**config.mk**
```make
export PLATFORM = sky130hd
export DESIGN_NAME = pwm_top
export DESIGN_NICKNAME = d
export VERILOG_FILES = /design/src/design/pwm_pkg.sv /design/src/design/pwm_preconditioner.sv /design/src/design/pwm_edge_table.sv /design/src/design/pwm_bank.sv /design/src/design/pwm_top.sv
export SDC_FILE = /design/constraint.sdc
export NUM_CORES = 1
export LEC_CHECK = 0
export ABC_CLOCK_PERIOD_IN_PS = 3220
export BUFFER_PORTS_ARGS = -buffer_cell sky130_fd_sc_hd__buf_2
export CAP_MARGIN = 20
export CORE_MARGIN = 5
export CORE_UTILIZATION = 30
export CTS_CLUSTER_SIZE = 20
export DETAILED_ROUTE_END_ITERATION = 10
export GPL_TIMING_DRIVEN = 0
export PLACE_DENSITY_LB_ADDON = 0.25
export SKIP_CTS_REPAIR_TIMING = 1
export SLEW_MARGIN = 0
export SYNTH_ARGS = -nofsm -noshare
export SYNTH_HDL_FRONTEND = slang
export SYNTH_SLANG_ARGS = --single-unit
```
**constraint.sdc**
```tcl
create_clock -name CLK -period 3.22 [get_ports CLK]
set_input_delay 0.161 -clock CLK [delete_from_list [all_inputs] [get_ports CLK]]
set_output_delay 0.161 -clock CLK [all_outputs]
set_load 0.05 [all_outputs]
```
**src/design/pwm_pkg.sv**
```systemverilog
/*
  Shared sizes and channel structs for the PWM bank.
  channels may be set anywhere from 1 to 255.
  period must not exceed 2**pwm_width, since the counter is pwm_width bits.
*/

package pwm_pkg;

  // ============================================================
  // sizes
  // ============================================================
  localparam int pwm_width      = 9;
  localparam int period         = 512;
  localparam int channels       = 8;
  localparam int addsub_latency = 2;   // registers per add/sub stage.

  // one add/sub stage costs its operand register plus the adder depth.
  localparam int stage_depth = addsub_latency + 1;

  // channel counters must reach channels itself, not only channels-1.
  localparam int cnt_w = $clog2(channels + 1);

  typedef logic [cnt_w-1:0] chan_cnt_t;

  localparam chan_cnt_t chan_total = chan_cnt_t'(channels);

  localparam logic [pwm_width-1:0] cnt_last = pwm_width'(period - 1);

  // ============================================================
  // channel words
  // ============================================================

  // host setting for one channel.
  typedef struct packed {
    logic [pwm_width-1:0] duty;
    logic [pwm_width-1:0] phase;
  } chan_setting_t;

  // output window of one channel, in counter steps.
  typedef struct packed {
    logic [pwm_width-1:0] rise;
    logic [pwm_width-1:0] fall;
  } chan_edges_t;

endpackage

```
**src/design/pwm_preconditioner.sv**
```systemverilog
/*
  Settings must arrive on consecutive cycles, channel 0 with din_valid.
  A din_valid while busy or while a frame is in flight is dropped.
  The working buffer holds still from frame_done until the next accepted frame.
*/

`timescale 1ns/1ps

module pwm_preconditioner (
  input  logic                    CLK,
  input  logic                    arst_n,
  input  logic                    din_valid,
  input  pwm_pkg::chan_setting_t  setting,
  input  logic                    busy,
  output pwm_pkg::chan_edges_t    edges [pwm_pkg::channels],
  output logic                    frame_done
);

  typedef logic signed [pwm_pkg::pwm_width+1:0] word_t;

  typedef enum logic [1:0] {
    st_idle,
    st_run,
    st_done
  } state_t;

  // one slot per add/sub stage.
  typedef enum int {
    add_phase,   // period - phase.
    add_half,    // half_hi = half_lo + duty[0].
    add_rise,
    add_fall,
    add_frise,
    add_ffall,
    add_count
  } slot_t;

  state_t             state;
  pwm_pkg::chan_cnt_t in_cnt;    // channels issued into the pipeline.
  pwm_pkg::chan_cnt_t set_cnt;   // channels written to the buffer.
  logic               issue;
  logic [3*pwm_pkg::stage_depth-1:0] vld;

  word_t period_w;
  word_t op_a    [add_count];
  word_t op_b    [add_count];
  logic  op_sub  [add_count];
  word_t sum     [add_count];
  word_t half_lo [pwm_pkg::stage_depth];

  pwm_pkg::chan_edges_t work [pwm_pkg::channels];
  pwm_pkg::chan_edges_t folded;

  assign period_w = word_t'(pwm_pkg::period);

  // channel 0 enters with din_valid, the rest follow back to back.
  assign issue = (state == st_idle && din_valid && !busy) ||
                 (state == st_run && in_cnt != pwm_pkg::chan_total);

  // ============================================================
  // add/sub pipelines
  // ============================================================
  for (genvar i = 0; i < add_count; i++) begin : g_addsub
    word_t pipe [pwm_pkg::addsub_latency];

    always_ff @(posedge CLK) begin
      pipe[0] <= op_sub[i] ? op_a[i] - op_b[i] : op_a[i] + op_b[i];
      for (int j = 1; j < pwm_pkg::addsub_latency; j++) begin
        pipe[j] <= pipe[j-1];
      end
    end

    assign sum[i] = pipe[pwm_pkg::addsub_latency-1];
  end

  // ============================================================
  // operand stages
  // ============================================================
  always_ff @(posedge CLK) begin
    // stage 1.
    op_a[add_phase]   <= period_w;
    op_b[add_phase]   <= word_t'(setting.phase);
    op_sub[add_phase] <= 1'b1;
    op_a[add_half]    <= word_t'(setting.duty >> 1);
    op_b[add_half]    <= word_t'(setting.duty[0]);
    op_sub[add_half]  <= 1'b0;

    // half_lo rides along until stage 2 picks it up.
    half_lo[0] <= word_t'(setting.duty >> 1);
    for (int j = 1; j < pwm_pkg::stage_depth; j++) begin
      half_lo[j] <= half_lo[j-1];
    end

    // stage 2, raw edges.
    op_a[add_rise]   <= sum[add_phase];
    op_b[add_rise]   <= half_lo[pwm_pkg::stage_depth-1];
    op_sub[add_rise] <= 1'b1;
    op_a[add_fall]   <= sum[add_phase];
    op_b[add_fall]   <= sum[add_half];
    op_sub[add_fall] <= 1'b0;

    // stage 3, fold back into one period.
    op_a[add_frise] <= sum[add_rise];
    if (sum[add_rise][pwm_pkg::pwm_width+1]) begin
      op_b[add_frise]   <= period_w;   // negative, add a period.
      op_sub[add_frise] <= 1'b0;
    end else if (sum[add_rise] >= period_w) begin
      op_b[add_frise]   <= period_w;
      op_sub[add_frise] <= 1'b1;
    end else begin
      op_b[add_frise]   <= '0;
      op_sub[add_frise] <= 1'b0;
    end

    // fall never goes negative, only past the end.
    op_a[add_ffall]   <= sum[add_fall];
    op_b[add_ffall]   <= (sum[add_fall] >= period_w) ? period_w : '0;
    op_sub[add_ffall] <= 1'b1;
  end

  assign folded.rise = sum[add_frise][pwm_pkg::pwm_width-1:0];
  assign folded.fall = sum[add_ffall][pwm_pkg::pwm_width-1:0];

  // ============================================================
  // working buffer
  // ============================================================
  for (genvar c = 0; c < pwm_pkg::channels; c++) begin : g_work
    always_ff @(posedge CLK) begin
      if (vld[3*pwm_pkg::stage_depth-1] && set_cnt == pwm_pkg::chan_cnt_t'(c)) begin
        work[c] <= folded;
      end
    end
  end

  assign edges = work;

  // control.
  always_ff @(posedge CLK or negedge arst_n) begin
    if (!arst_n) begin
      state      <= st_idle;
      in_cnt     <= '0;
      set_cnt    <= '0;
      vld        <= '0;
      frame_done <= 1'b0;
    end else begin
      vld        <= {vld[3*pwm_pkg::stage_depth-2:0], issue};
      frame_done <= 1'b0;
      if (vld[3*pwm_pkg::stage_depth-1]) begin
        set_cnt <= set_cnt + 1'b1;
      end
      case (state)
        st_idle: begin
          if (issue) begin
            in_cnt <= pwm_pkg::chan_cnt_t'(1);
            state  <= st_run;
          end
        end
        st_run: begin
          if (in_cnt != pwm_pkg::chan_total) begin
            in_cnt <= in_cnt + 1'b1;
          end
          if (set_cnt == pwm_pkg::chan_total) begin
            state <= st_done;   // pipeline has drained.
          end
        end
        st_done: begin
          frame_done <= 1'b1;
          set_cnt    <= '0;
          state      <= st_idle;
        end
        default: state <= st_idle;
      endcase
    end
  end

endmodule

```
**src/design/pwm_edge_table.sv**
```systemverilog
/*
  Holds the edges the bank is running on.
  A finished frame waits here and is copied in only on wrap,
  so each period runs on one frame throughout.
*/

`timescale 1ns/1ps

module pwm_edge_table (
  input  logic                 CLK,
  input  logic                 arst_n,
  input  logic                 din_valid,
  input  logic                 frame_done,
  input  pwm_pkg::chan_edges_t edges_in [pwm_pkg::channels],
  input  logic                 wrap,
  output logic                 busy,
  output pwm_pkg::chan_edges_t edges_out [pwm_pkg::channels]
);

  pwm_pkg::chan_edges_t active [pwm_pkg::channels];
  logic                 pending;
  logic                 commit;

  // a frame finishing on the wrap cycle itself goes in at once.
  assign commit = wrap && (pending || frame_done);

  always_ff @(posedge CLK or negedge arst_n) begin
    if (!arst_n) begin
      busy    <= 1'b0;
      pending <= 1'b0;
      for (int i = 0; i < pwm_pkg::channels; i++) begin
        active[i] <= '0;   // all windows empty, outputs low.
      end
    end else begin
      if (din_valid && !busy) begin
        busy <= 1'b1;
      end
      if (frame_done) begin
        pending <= 1'b1;
      end
      if (commit) begin
        active  <= edges_in;
        pending <= 1'b0;
        busy    <= 1'b0;   // next frame may start.
      end
    end
  end

  assign edges_out = active;

endmodule

```
**src/design/pwm_bank.sv**
```systemverilog
/*
  Free-running period counter shared by every channel.
  pwm_out and sync lag the counter by one cycle.
  sync marks the cycle where pwm_out shows counter value 0.
*/

`timescale 1ns/1ps

module pwm_bank (
  input  logic                         CLK,
  input  logic                         arst_n,
  input  pwm_pkg::chan_edges_t         edges [pwm_pkg::channels],
  output logic                         wrap,
  output logic [pwm_pkg::channels-1:0] pwm_out,
  output logic                         sync
);

  logic [pwm_pkg::pwm_width-1:0] cnt;
  logic [pwm_pkg::channels-1:0]  hit;

  assign wrap = (cnt == pwm_pkg::cnt_last);   // last step of the period.

  // ============================================================
  // window compare
  // ============================================================
  always_comb begin
    for (int i = 0; i < pwm_pkg::channels; i++) begin
      if (edges[i].rise <= edges[i].fall) begin
        // plain window, empty when rise equals fall.
        hit[i] = (cnt >= edges[i].rise) && (cnt < edges[i].fall);
      end else begin
        // wraps across the period end.
        hit[i] = (cnt >= edges[i].rise) || (cnt < edges[i].fall);
      end
    end
  end

  // ============================================================
  // counter and outputs
  // ============================================================
  always_ff @(posedge CLK or negedge arst_n) begin
    if (!arst_n) begin
      cnt     <= '0;
      pwm_out <= '0;
      sync    <= 1'b0;
    end else begin
      cnt     <= wrap ? '0 : cnt + 1'b1;
      pwm_out <= hit;
      sync    <= (cnt == '0);
    end
  end

endmodule

```
**src/design/pwm_top.sv**
```systemverilog
/*
  PWM subsystem, decode, edge table and bank in a row.
  A frame takes channels + 3*(pwm_pkg::addsub_latency+1) + 2 cycles to decode,
  then waits for the next period boundary before it drives the outputs.
*/

`timescale 1ns/1ps

module pwm_top (
  input  logic                         CLK,
  input  logic                         arst_n,
  input  logic                         din_valid,
  input  pwm_pkg::chan_setting_t       setting,
  output logic [pwm_pkg::channels-1:0] pwm_out,
  output logic                         sync
);

  pwm_pkg::chan_edges_t edges_work   [pwm_pkg::channels];
  pwm_pkg::chan_edges_t edges_active [pwm_pkg::channels];
  logic                 frame_done;
  logic                 busy;
  logic                 wrap;

  pwm_preconditioner i_pwm_preconditioner (
    .CLK        (CLK),
    .arst_n     (arst_n),
    .din_valid  (din_valid),
    .setting    (setting),
    .busy       (busy),
    .edges      (edges_work),
    .frame_done (frame_done)
  );

  pwm_edge_table i_pwm_edge_table (
    .CLK        (CLK),
    .arst_n     (arst_n),
    .din_valid  (din_valid),
    .frame_done (frame_done),
    .edges_in   (edges_work),
    .wrap       (wrap),
    .busy       (busy),
    .edges_out  (edges_active)
  );

  pwm_bank i_pwm_bank (
    .CLK     (CLK),
    .arst_n  (arst_n),
    .edges   (edges_active),
    .wrap    (wrap),
    .pwm_out (pwm_out),
    .sync    (sync)
  );

endmodule

```
Yosys cells after proc, flatten, opt, wreduce, memory -nomap -nowiden
Memories as Yosys holds them, arrays and structs flattened.
Cells that the tools add are included.
W data, S select, Z words.

storage, ports and cells
  input port bits = 21
  bits in registers = 328
  memories kept = 10
  logic and storage cells = 194
  memory bits (writable) = 303

memory list
  memory                                 words  width  rd ports  clocked after memory_dff  write ports  RTL line                  text
  i_pwm_preconditioner.op_a              6      11     6         0                         6            pwm_preconditioner.sv:45  word_t op_a [add_count];
  i_pwm_preconditioner.op_b              6      11     6         0                         6            pwm_preconditioner.sv:46  word_t op_b [add_count];
  i_pwm_preconditioner.half_lo           3      11     3         0                         3            pwm_preconditioner.sv:49  word_t half_lo [pwm_pkg::stage_depth];
  i_pwm_preconditioner.g_addsub[0].pipe  2      11     2         0                         2            pwm_preconditioner.sv:64  word_t pipe [pwm_pkg::addsub_latency];
  i_pwm_preconditioner.g_addsub[1].pipe  2      11     2         0                         2            pwm_preconditioner.sv:64
  i_pwm_preconditioner.g_addsub[2].pipe  2      11     2         0                         2            pwm_preconditioner.sv:64
  4 more memories                        -      -      -         -                         -            -

cells by class
  bitwise operators = 4
  add/sub/neg operators = 15
  multiplexer cells = 41
  magnitude comparators = 26
  reduce and logical (&&, ||, !) cells = 41
  equal/unequal tests = 15

operator list
  kind                    count
  $mux W11                8
  $ge A9 B9 Y1            8
  $le A9 B9 Y1            8
  $lt A9 B9 Y1            8
  $add A11 B11 Y11        6
  $sub A11 B11 Y11        6
  $mux W1                 23
  $ge A11 B11 Y1 const B  2
  $logic_and A1 B1 Y1     21
  $eq A4 B3 Y1 const B    4
  $mux W4                 4
  $logic_or A1 B1 Y1      10
  $mux W10                1
  $add A9 B1 Y9 const B   1
  $eq A9 B9 Y1 const B    1
  $logic_not A9 Y1        1
  $mux W9                 1
  $add A4 B1 Y4 const B   2
  $eq A4 B2 Y1 const B    2
  $pmux W4 S2             1
  $reduce_bool A2 Y1      4
  $eq A4 B1 Y1 const B    1
  $eq A4 B4 Y1 const B    1
  $logic_not A4 Y1        1
  other kinds (12)        17

Depth between registers and ports, before layout
Gate-level depths: netlist of the first run.
An unclocked memory read counts as a cell.

  depth in word-level cells = 7
  mapped depth = 11
  mapped depth without buffers = 10

Modules after synthesis
Synthesis of the first run repeated with hierarchy kept, for this count alone.

unflattened totals
  cells, all modules = 1587
  area total of the unflattened synthesis = 21524.4 µm²

by module, submodules not included
  module              sequential area each (µm²)  area each (µm²)  times used  cells an instance
  pwm_preconditioner  8548.2                      10261.1          1           589
  pwm_edge_table      3653.5                      5672.9           1           310
  pwm_bank            450.4                       5590.4           1           688

Least setup slack after synthesis of the first run
Ideal clock, no wire load.

  path kind = register to register
  from = register i_pwm_bank.cnt[1] (netlist name)
  to = register i_pwm_edge_table.active, in the netlist i_pwm_edge_table.edges_out[10]
  arrival time = 2.353 ns
  stages on the path, launching flop included = 12
  period minus slack after synthesis = 2.478 ns
  data required time = 3.095 ns
  library setup time = 0.125 ns
  setup slack = 0.742 ns
  cells stage by stage = dfrtp_1 -> ha_1 -> nand2_1 -> nor2_1 -> and3_1 -> ha_1 -> buf_4 -> o21ai_0 -> buf_2 -> buf_4 -> buf_6 -> mux2_2

on the way
  word-level cells in the longest chain between the ends = 2

ends and longest elaborated chain
  item                      RTL line              text
  start: declaration        pwm_bank.sv:18        logic [pwm_pkg::pwm_width-1:0] cnt;
  start signal: assignment  pwm_bank.sv:47        cnt <= wrap ? '0 : cnt + 1'b1;
  $eq A9 B9 Y1              pwm_bank.sv:21        assign wrap = (cnt == pwm_pkg::cnt_last);
  $logic_and A1 B1 Y1       pwm_edge_table.sv:25  assign commit = wrap && (pending || frame_done);
  end signal: assignment    pwm_edge_table.sv:42  active <= edges_in;
  end: declaration          pwm_edge_table.sv:20  pwm_pkg::chan_edges_t active [pwm_pkg::channels];

No other way between the ends.
A chain may end at the register's enable or synchronous reset.

Worst setup path after layout of the first run
  from = register i_pwm_bank.cnt[4] (netlist name)
  to = register i_pwm_edge_table.active, in the netlist i_pwm_edge_table.edges_out[13]

The elaborated chain is that of the path after synthesis.

==> results of run 1 <==
[power by group through the flow]
| stage | Sequential [mW] | Clock, mW | Combinational (mW) |
|---|---|---|---|
| after floorplan | 7.97 | 0 | 0.507 |
| after global placement | 8.47 | 0 | 0.671 |
| after detailed placement | 8.50 | 0 | 0.701 |
| after CTS | 8.36 | 6.41 | 0.708 |
| after global routing | 8.42 | 6.68 | 0.826 |
| final | 8.32 | 6.18 | 0.711 |
[flip-flops by register name, indices dropped and copies added (netlist names)]
register / flops
i_pwm_preconditioner.vld: 9
i_pwm_edge_table.busy: 1
i_pwm_preconditioner.edges: 144
i_pwm_edge_table.edges_out: 144
i_pwm_bank.sync: 1
i_pwm_preconditioner.in_cnt: 4
i_pwm_preconditioner.op_a: 34
i_pwm_preconditioner.frame_done: 1
i_pwm_preconditioner.half_lo: 17
i_pwm_preconditioner.set_cnt: 4
i_pwm_bank.cnt: 9
i_pwm_preconditioner.g_addsub.pipe: 108
i_pwm_bank.pwm_out: 8
i_pwm_preconditioner.op_b: 27
i_pwm_preconditioner.state: 2
i_pwm_edge_table.pending: 1
[routing by layer]
metal	share of wire	track usage	wire length (um)
met1	0.48	0.1630	21210
met2	0.46	0.1910	20100
met3	0.042	0.02119	1845
met4	0.021	0.03359	913
met5	0	0	0
[cell usage in the layout (no fill, tap or decap), types with 13 or more instances in the layout]
| cell type | synthesis | routed |
|---|---|---|
| buf_2 | 10 | 38 |
| edfxtp_1 | 144 | 144 |
| nand2_1 | 44 | 44 |
| nand4_1 | 20 | 20 |
| inv_1 | 175 | 175 |
| dlygate4sd3_1 | 0 | 20 |
| o21ai_0 | 51 | 51 |
| dfxtp_1 | 186 | 186 |
| xor2_1 | 14 | 14 |
| a21oi_1 | 85 | 85 |
| nand3_1 | 15 | 15 |
| ha_1 | 243 | 243 |
| dfrtp_1 | 184 | 183 |
| a21o_1 | 18 | 18 |
| xnor2_1 | 25 | 25 |
| mux2_2 | 144 | 144 |
| clkbuf_16 | 0 | 54 |
| nor2b_1 | 27 | 27 |
| nor3_1 | 15 | 15 |
| nor2_1 | 63 | 63 |
| clkbuf_1 | 6 | 17 |
| nand2b_1 | 13 | 13 |
[final timing paths]
check,to,slack (ps),cells past startpoint
worst min register to register,i_pwm_preconditioner.op_b[1][12]$_DFF_P_,320,0
max in group asynchronous,i_pwm_preconditioner.state[0]$_DFFE_PN0P_,2030,3
min in group asynchronous,i_pwm_edge_table.edges_out[137]$_DFFE_PN0P_,220,2
worst max-delay path,i_pwm_edge_table.edges_out[13]$_DFFE_PN0P_,220,11
worst max register to register,i_pwm_edge_table.edges_out[13]$_DFFE_PN0P_,220,11
worst min-delay path,i_pwm_preconditioner.op_b[0][5]$_DFF_P_,180,2
[cells by family (layout without fill, tap and decap cells)]
| group | after synthesis | in the layout | synth area share |
|---|---|---|---|
| and+or+nand+nor | 227 | 227 | 0.05428 |
| other | 0 | 4 | 0 |
| adders and majority gates | 254 | 254 | 0.1516 |
| muxes | 145 | 145 | 0.07769 |
| buffers and inverters | 199 | 354 | 0.03867 |
| DFF | 514 | 514 | 0.6025 |
| xor gates and xnor gates | 39 | 39 | 0.01627 |
| AOI/OAI and AO/OA | 209 | 209 | 0.05899 |
[critical path, cell delays in order, from the launching register on]
cell and delay, ps:
dfrtp_1 660, buf_16 300, nand3_1 90, nor2_1 60, and3_1 180, ha_1 170
buf_4 170, o21ai_0 70, buf_2 260, buf_4 310, buf_6 210, mux2_2 340
[final cells by class]
type / instances / area share
sequential: 514 / 0.5143
multi-input combinational: 874 / 0.3063
clock buffer: 77 / 0.06332
tap: 940 / 0.04781
inverter: 175 / 0.02670
timing repair buffer: 58 / 0.02451
clock inverter: 20 / 0.01032
buffer: 24 / 0.006306
antenna: 4 / 0.0004069
[metrics by stage]
stage               instances  total power [mW]  worst slack, ps  instance area [sq um]
floorplan                1587             8.479            742.1                  21000
global placement         2556             9.143            -1388                  22320
detailed placement       2563             9.199           -142.0                  22520
CTS                      2660             15.48           -198.1                  24340
global route             2682             15.93            35.96                  24590
finish                   2686             15.22            220.7                  24600
==> reports/metrics.yaml, run 1 <==
cells_and_area:
  fill_cells: 6766
  post-route-util: 0.3525
  drive_gt1_frac: 0.1688
  area_growth_pct: 17.15
  register_area_sq_um: 12650
  finalNetCount: 1966
  multi_input_comb_area_sq_um: 7536
route:
  first_pass_iters: 5
  final_antenna_net_count: 0
  wire_per_inst_um: 16.41
  vias: 11819
  drtIter0Drc: 517
  postRouteWirelength_mm: 44.07
  drc: 0
  vias_per_cell: 4.400
placement:
  port_buffers: 29
  dp_hpwl_mm: 28.68
  globalplace.congestion: 0.7906
timing:
  finClkSkew_ps: 49.35
  final_hold_viol_count: 0
  period_share: 0.9314
  clock.fmax_ghz: 0.3334
  fin_setup_tns_ps: 0
  whs_ps: 182.9
  finalSetupViolCount: 0
  grt_setup_unrepaired: "false"
  slew_headroom: 0.3088
  tightest_slew_ps: 1037
  finalMaxSlewViolations: 0
  period_needed_ps: 2999
global_route:
  grt_pass1_vias: 11935
  grt_pass1_wl_mm: 68.61
  antenna_found_initial: 8
  grt_max_degree: 102
  grt_usage: 0.1180
  overflow: 0
die:
  die_area_sq_um: 75390
  die_x_um: 274.6
  die_h_um: 274.6
  core_sq_um: 69790
  ioPinCount: 30
  floorplan.initialDensity: 0.3009
  rows: 97
power_and_ir_drop:
  ir_drop_uv: 405.6
  clock_power_share: 0.406
  p_sw_frac: 0.2410
  p_sw_mw: 3.667
  power_frac_seq: 0.547
  p_leak_nw: 10.72
  cell_internal_pwr_mw: 11.55
  comb_power_share: 0.047
  cellPowerDensity_nw_per_um2: 618.5
clock_tree:
  clk_pin_slew_ps: 60
  cts_tree: "built"
  numCtsBuffers: 52
  clkSinkCount: 514
  clockRootBuffer: "clkbuf_16"
  clk_path_buf_depth: 3
  clock_latency_ps: 620
  htree_levels: 2
synth:
  syn_area_sq_um: 21000
  synth_edf_count: 144
  yosysWarnings: 0
  async_flop_share: 0.3580
  synth_top_cell_by_area: "dfrtp_1"
  yosys-top-cells-area: "dfrtp_1 (22%), edfxtp_1 (21%), dfxtp_1 (18%)"
  synth.most_common_cell: "ha_1"
  yosys_most_used_dff: "dfxtp_1"
  seq_area_frac_synth: 0.6025
  synth.distinct_cells: 51
  ys_ff_latch: 514
  synth_top_area_frac: 0.2193
  synth.avg_cell_area_sq_um: 13.23
  ys_top_cells_by_count: "ha_1 (243), dfxtp_1 (186), dfrtp_1 (184)"
  synth_fp_nets: 1854
  syn-instance-count: 1587
setup_path:
  end_kind: "register"
  startpoint: "i_pwm_bank.cnt[4]$_DFF_PN0_"
  worstReg2RegStart: "i_pwm_bank.cnt[4]$_DFF_PN0_"
  required_ps: 3680
  worstPathMaxFanout: 12
  start_kind: "register"
  crit_type: "reg -> reg"
  arrival_ps: 3460
hold_path:
  min_from: "setting[5]"
  hp-class: "in -> reg"
run:
  maxCapViolCount: 0
status:
  status: "finished clean"
(Power assumes the default switching activity.)
==> run 2: changes to the inputs <==
Settings changed: CORE_UTILIZATION 30 to 55.
==> run 2 against run 1 <==
Compared with the run above: die area fell by 44%; critical path depth did not move; register-to-register slack improved by 50 ps; critical endpoint is now i_pwm_edge_table.edges_out[23]$_DFFE_PN0P_; combinational power barely moved.
==> reports/metrics.yaml, run 2 (synthesis gave the netlist of run 1 again) <==
status:
  status: "finished clean"
clock_tree:
  htree_levels: 2
  clk_path_buf_depth: 3
  cts_tree: "built"
  numCtsBuffers: 49
  clk_pin_slew_ps: 60
  clockRootBuffer: "clkbuf_16"
  clkSinkCount: 514
  clock_latency_ps: 600
route:
  wire_per_inst_um: 18.31
  vias_per_cell: 5.347
  first_pass_iters: 5
  drc: 0
  final_antenna_net_count: 0
  drtIter0Drc: 625
  postRouteWirelength_mm: 41.10
  vias: 12005
die:
  die_x_um: 205.4
  floorplan.initialDensity: 0.5575
  core_sq_um: 37670
  die_area_sq_um: 42190
  die_h_um: 205.4
  rows: 71
  ioPinCount: 30
timing:
  period_share: 0.9154
  period_needed_ps: 2948
  finalMaxSlewViolations: 0
  finClkSkew_ps: 28.04
  fin_setup_tns_ps: 0
  finalSetupViolCount: 0
  setup_ws_ps: 272.5
  grt_setup_unrepaired: "false"
  slew_headroom: 0.2582
  final_hold_viol_count: 0
  tightest_slew_ps: 1113
  clock.fmax_ghz: 0.3393
cells_and_area:
  drive_gt1_frac: 0.1621
  area_growth_pct: 13.60
  finalNetCount: 1961
  layout_common_cells: "ha_1 (243), dfxtp_1 (186), dfrtp_1 (183)"
  layout_commonest_cell: "ha_1"
  num_antenna_cells: 0
placement:
  globalplace.congestion: 0.8609
  pre_cts_slack_ps: 20.13
  dp_hpwl_mm: 27.10
  port_buffers: 29
run:
  maxCapViolCount: 0
global_route:
  overflow: 0
  grt_pass1_wl_mm: 66.44
  grt_pass1_vias: 12556
  grt_max_degree: 95
  grt_usage: 0.2034
  antenna_found_initial: 1
setup_path:
  start_kind: "register"
  end_kind: "register"
  required_ps: 3670
  arrival_ps: 3400
  crit_type: "reg -> reg"
  worstPathMaxFanout: 19
power_and_ir_drop:
  power.total_mw: 14.93
  ir_drop_uv: 570.7
  p_leak_nw: 10.62
  cellPowerDensity_nw_per_um2: 625.7
hold_path:
  hp-class: "in -> async"
## run 2: per-stage QoR
| stage | std cells | util | cell area, sq um | hold WS (ps) |
|---|---|---|---|---|
| 2_1_floorplan | 1587 | - | 21000 | -134.6 |
| 3_3_place_gp | 2127 | 0.5784 | 21780 | 263.1 |
| 3_5_place_dp | 2133 | 0.5823 | 21930 | 251.4 |
| 4_1_cts | 2224 | 0.6276 | 23640 | -395.5 |
| 5_1_grt | 2245 | 0.6334 | 23860 | 204.5 |
| 6_report | 2245 | 0.6334 | 23860 | 151.3 |
## run 2: final cells by class
| class | count | area (sq um) |
|---|---|---|
| tap | 511 | 639.4 |
| clock buffer | 73 | 1440 |
| buffer | 24 | 155.1 |
| sequential | 514 | 12650 |
| timing repair buffer | 56 | 510.5 |
| fill | 2858 | 13810 |
| clock inverter | 18 | 265.3 |
| multi-input combinational | 874 | 7536 |
| inverter | 175 | 656.9 |
## run 2: path summary, 6_finish.rpt
check	cells after the start	slack [ps]	to	startpoint
max	11	270	i_pwm_edge_table.edges_out[23]$_DFFE_PN0P_	i_pwm_bank.cnt[1]$_DFF_PN0_
min	2	150	i_pwm_edge_table.edges_out[136]$_DFFE_PN0P_	arst_n
max reg2reg	11	270	i_pwm_edge_table.edges_out[23]$_DFFE_PN0P_	i_pwm_bank.cnt[1]$_DFF_PN0_
min reg2reg	0	320	i_pwm_preconditioner.op_a[3][7]$_DFF_P_	i_pwm_preconditioner.g_addsub[0].pipe[0][18]$_DFF_P_
max in group asynchronous	3	2140	i_pwm_edge_table.edges_out[25]$_DFFE_PN0P_	arst_n
min in group CLK	2	210	i_pwm_preconditioner.op_a[1][2]$_DFF_P_	setting[12]
## run 2: where the power goes
part / total (mW) / switching [mW] / internal [mW]
Combinational: 0.709 / 0.400 / 0.309
Sequential: 8.28 / 0.667 / 7.61
Clock: 5.94 / 2.42 / 3.53
Total: 14.9 / 3.48 / 11.4
## run 2: metal layers
| layer | GRT usage | share of wire |
|---|---|---|
| met1 | 0.2657 | 0.44 |
| met2 | 0.3441 | 0.48 |
| met3 | 0.03010 | 0.040 |
| met4 | 0.08158 | 0.036 |
| met5 | 0 | 0 |
## run 2: critical path: stages (launching register included)
cell	delay, ps
dfrtp_2	630
ha_1	340
nand2_1	80
nor2_1	70
and3_1	180
ha_1	180
buf_4	170
o21ai_0	70
buf_2	250
buf_4	290
buf_6	200
mux2_2	340
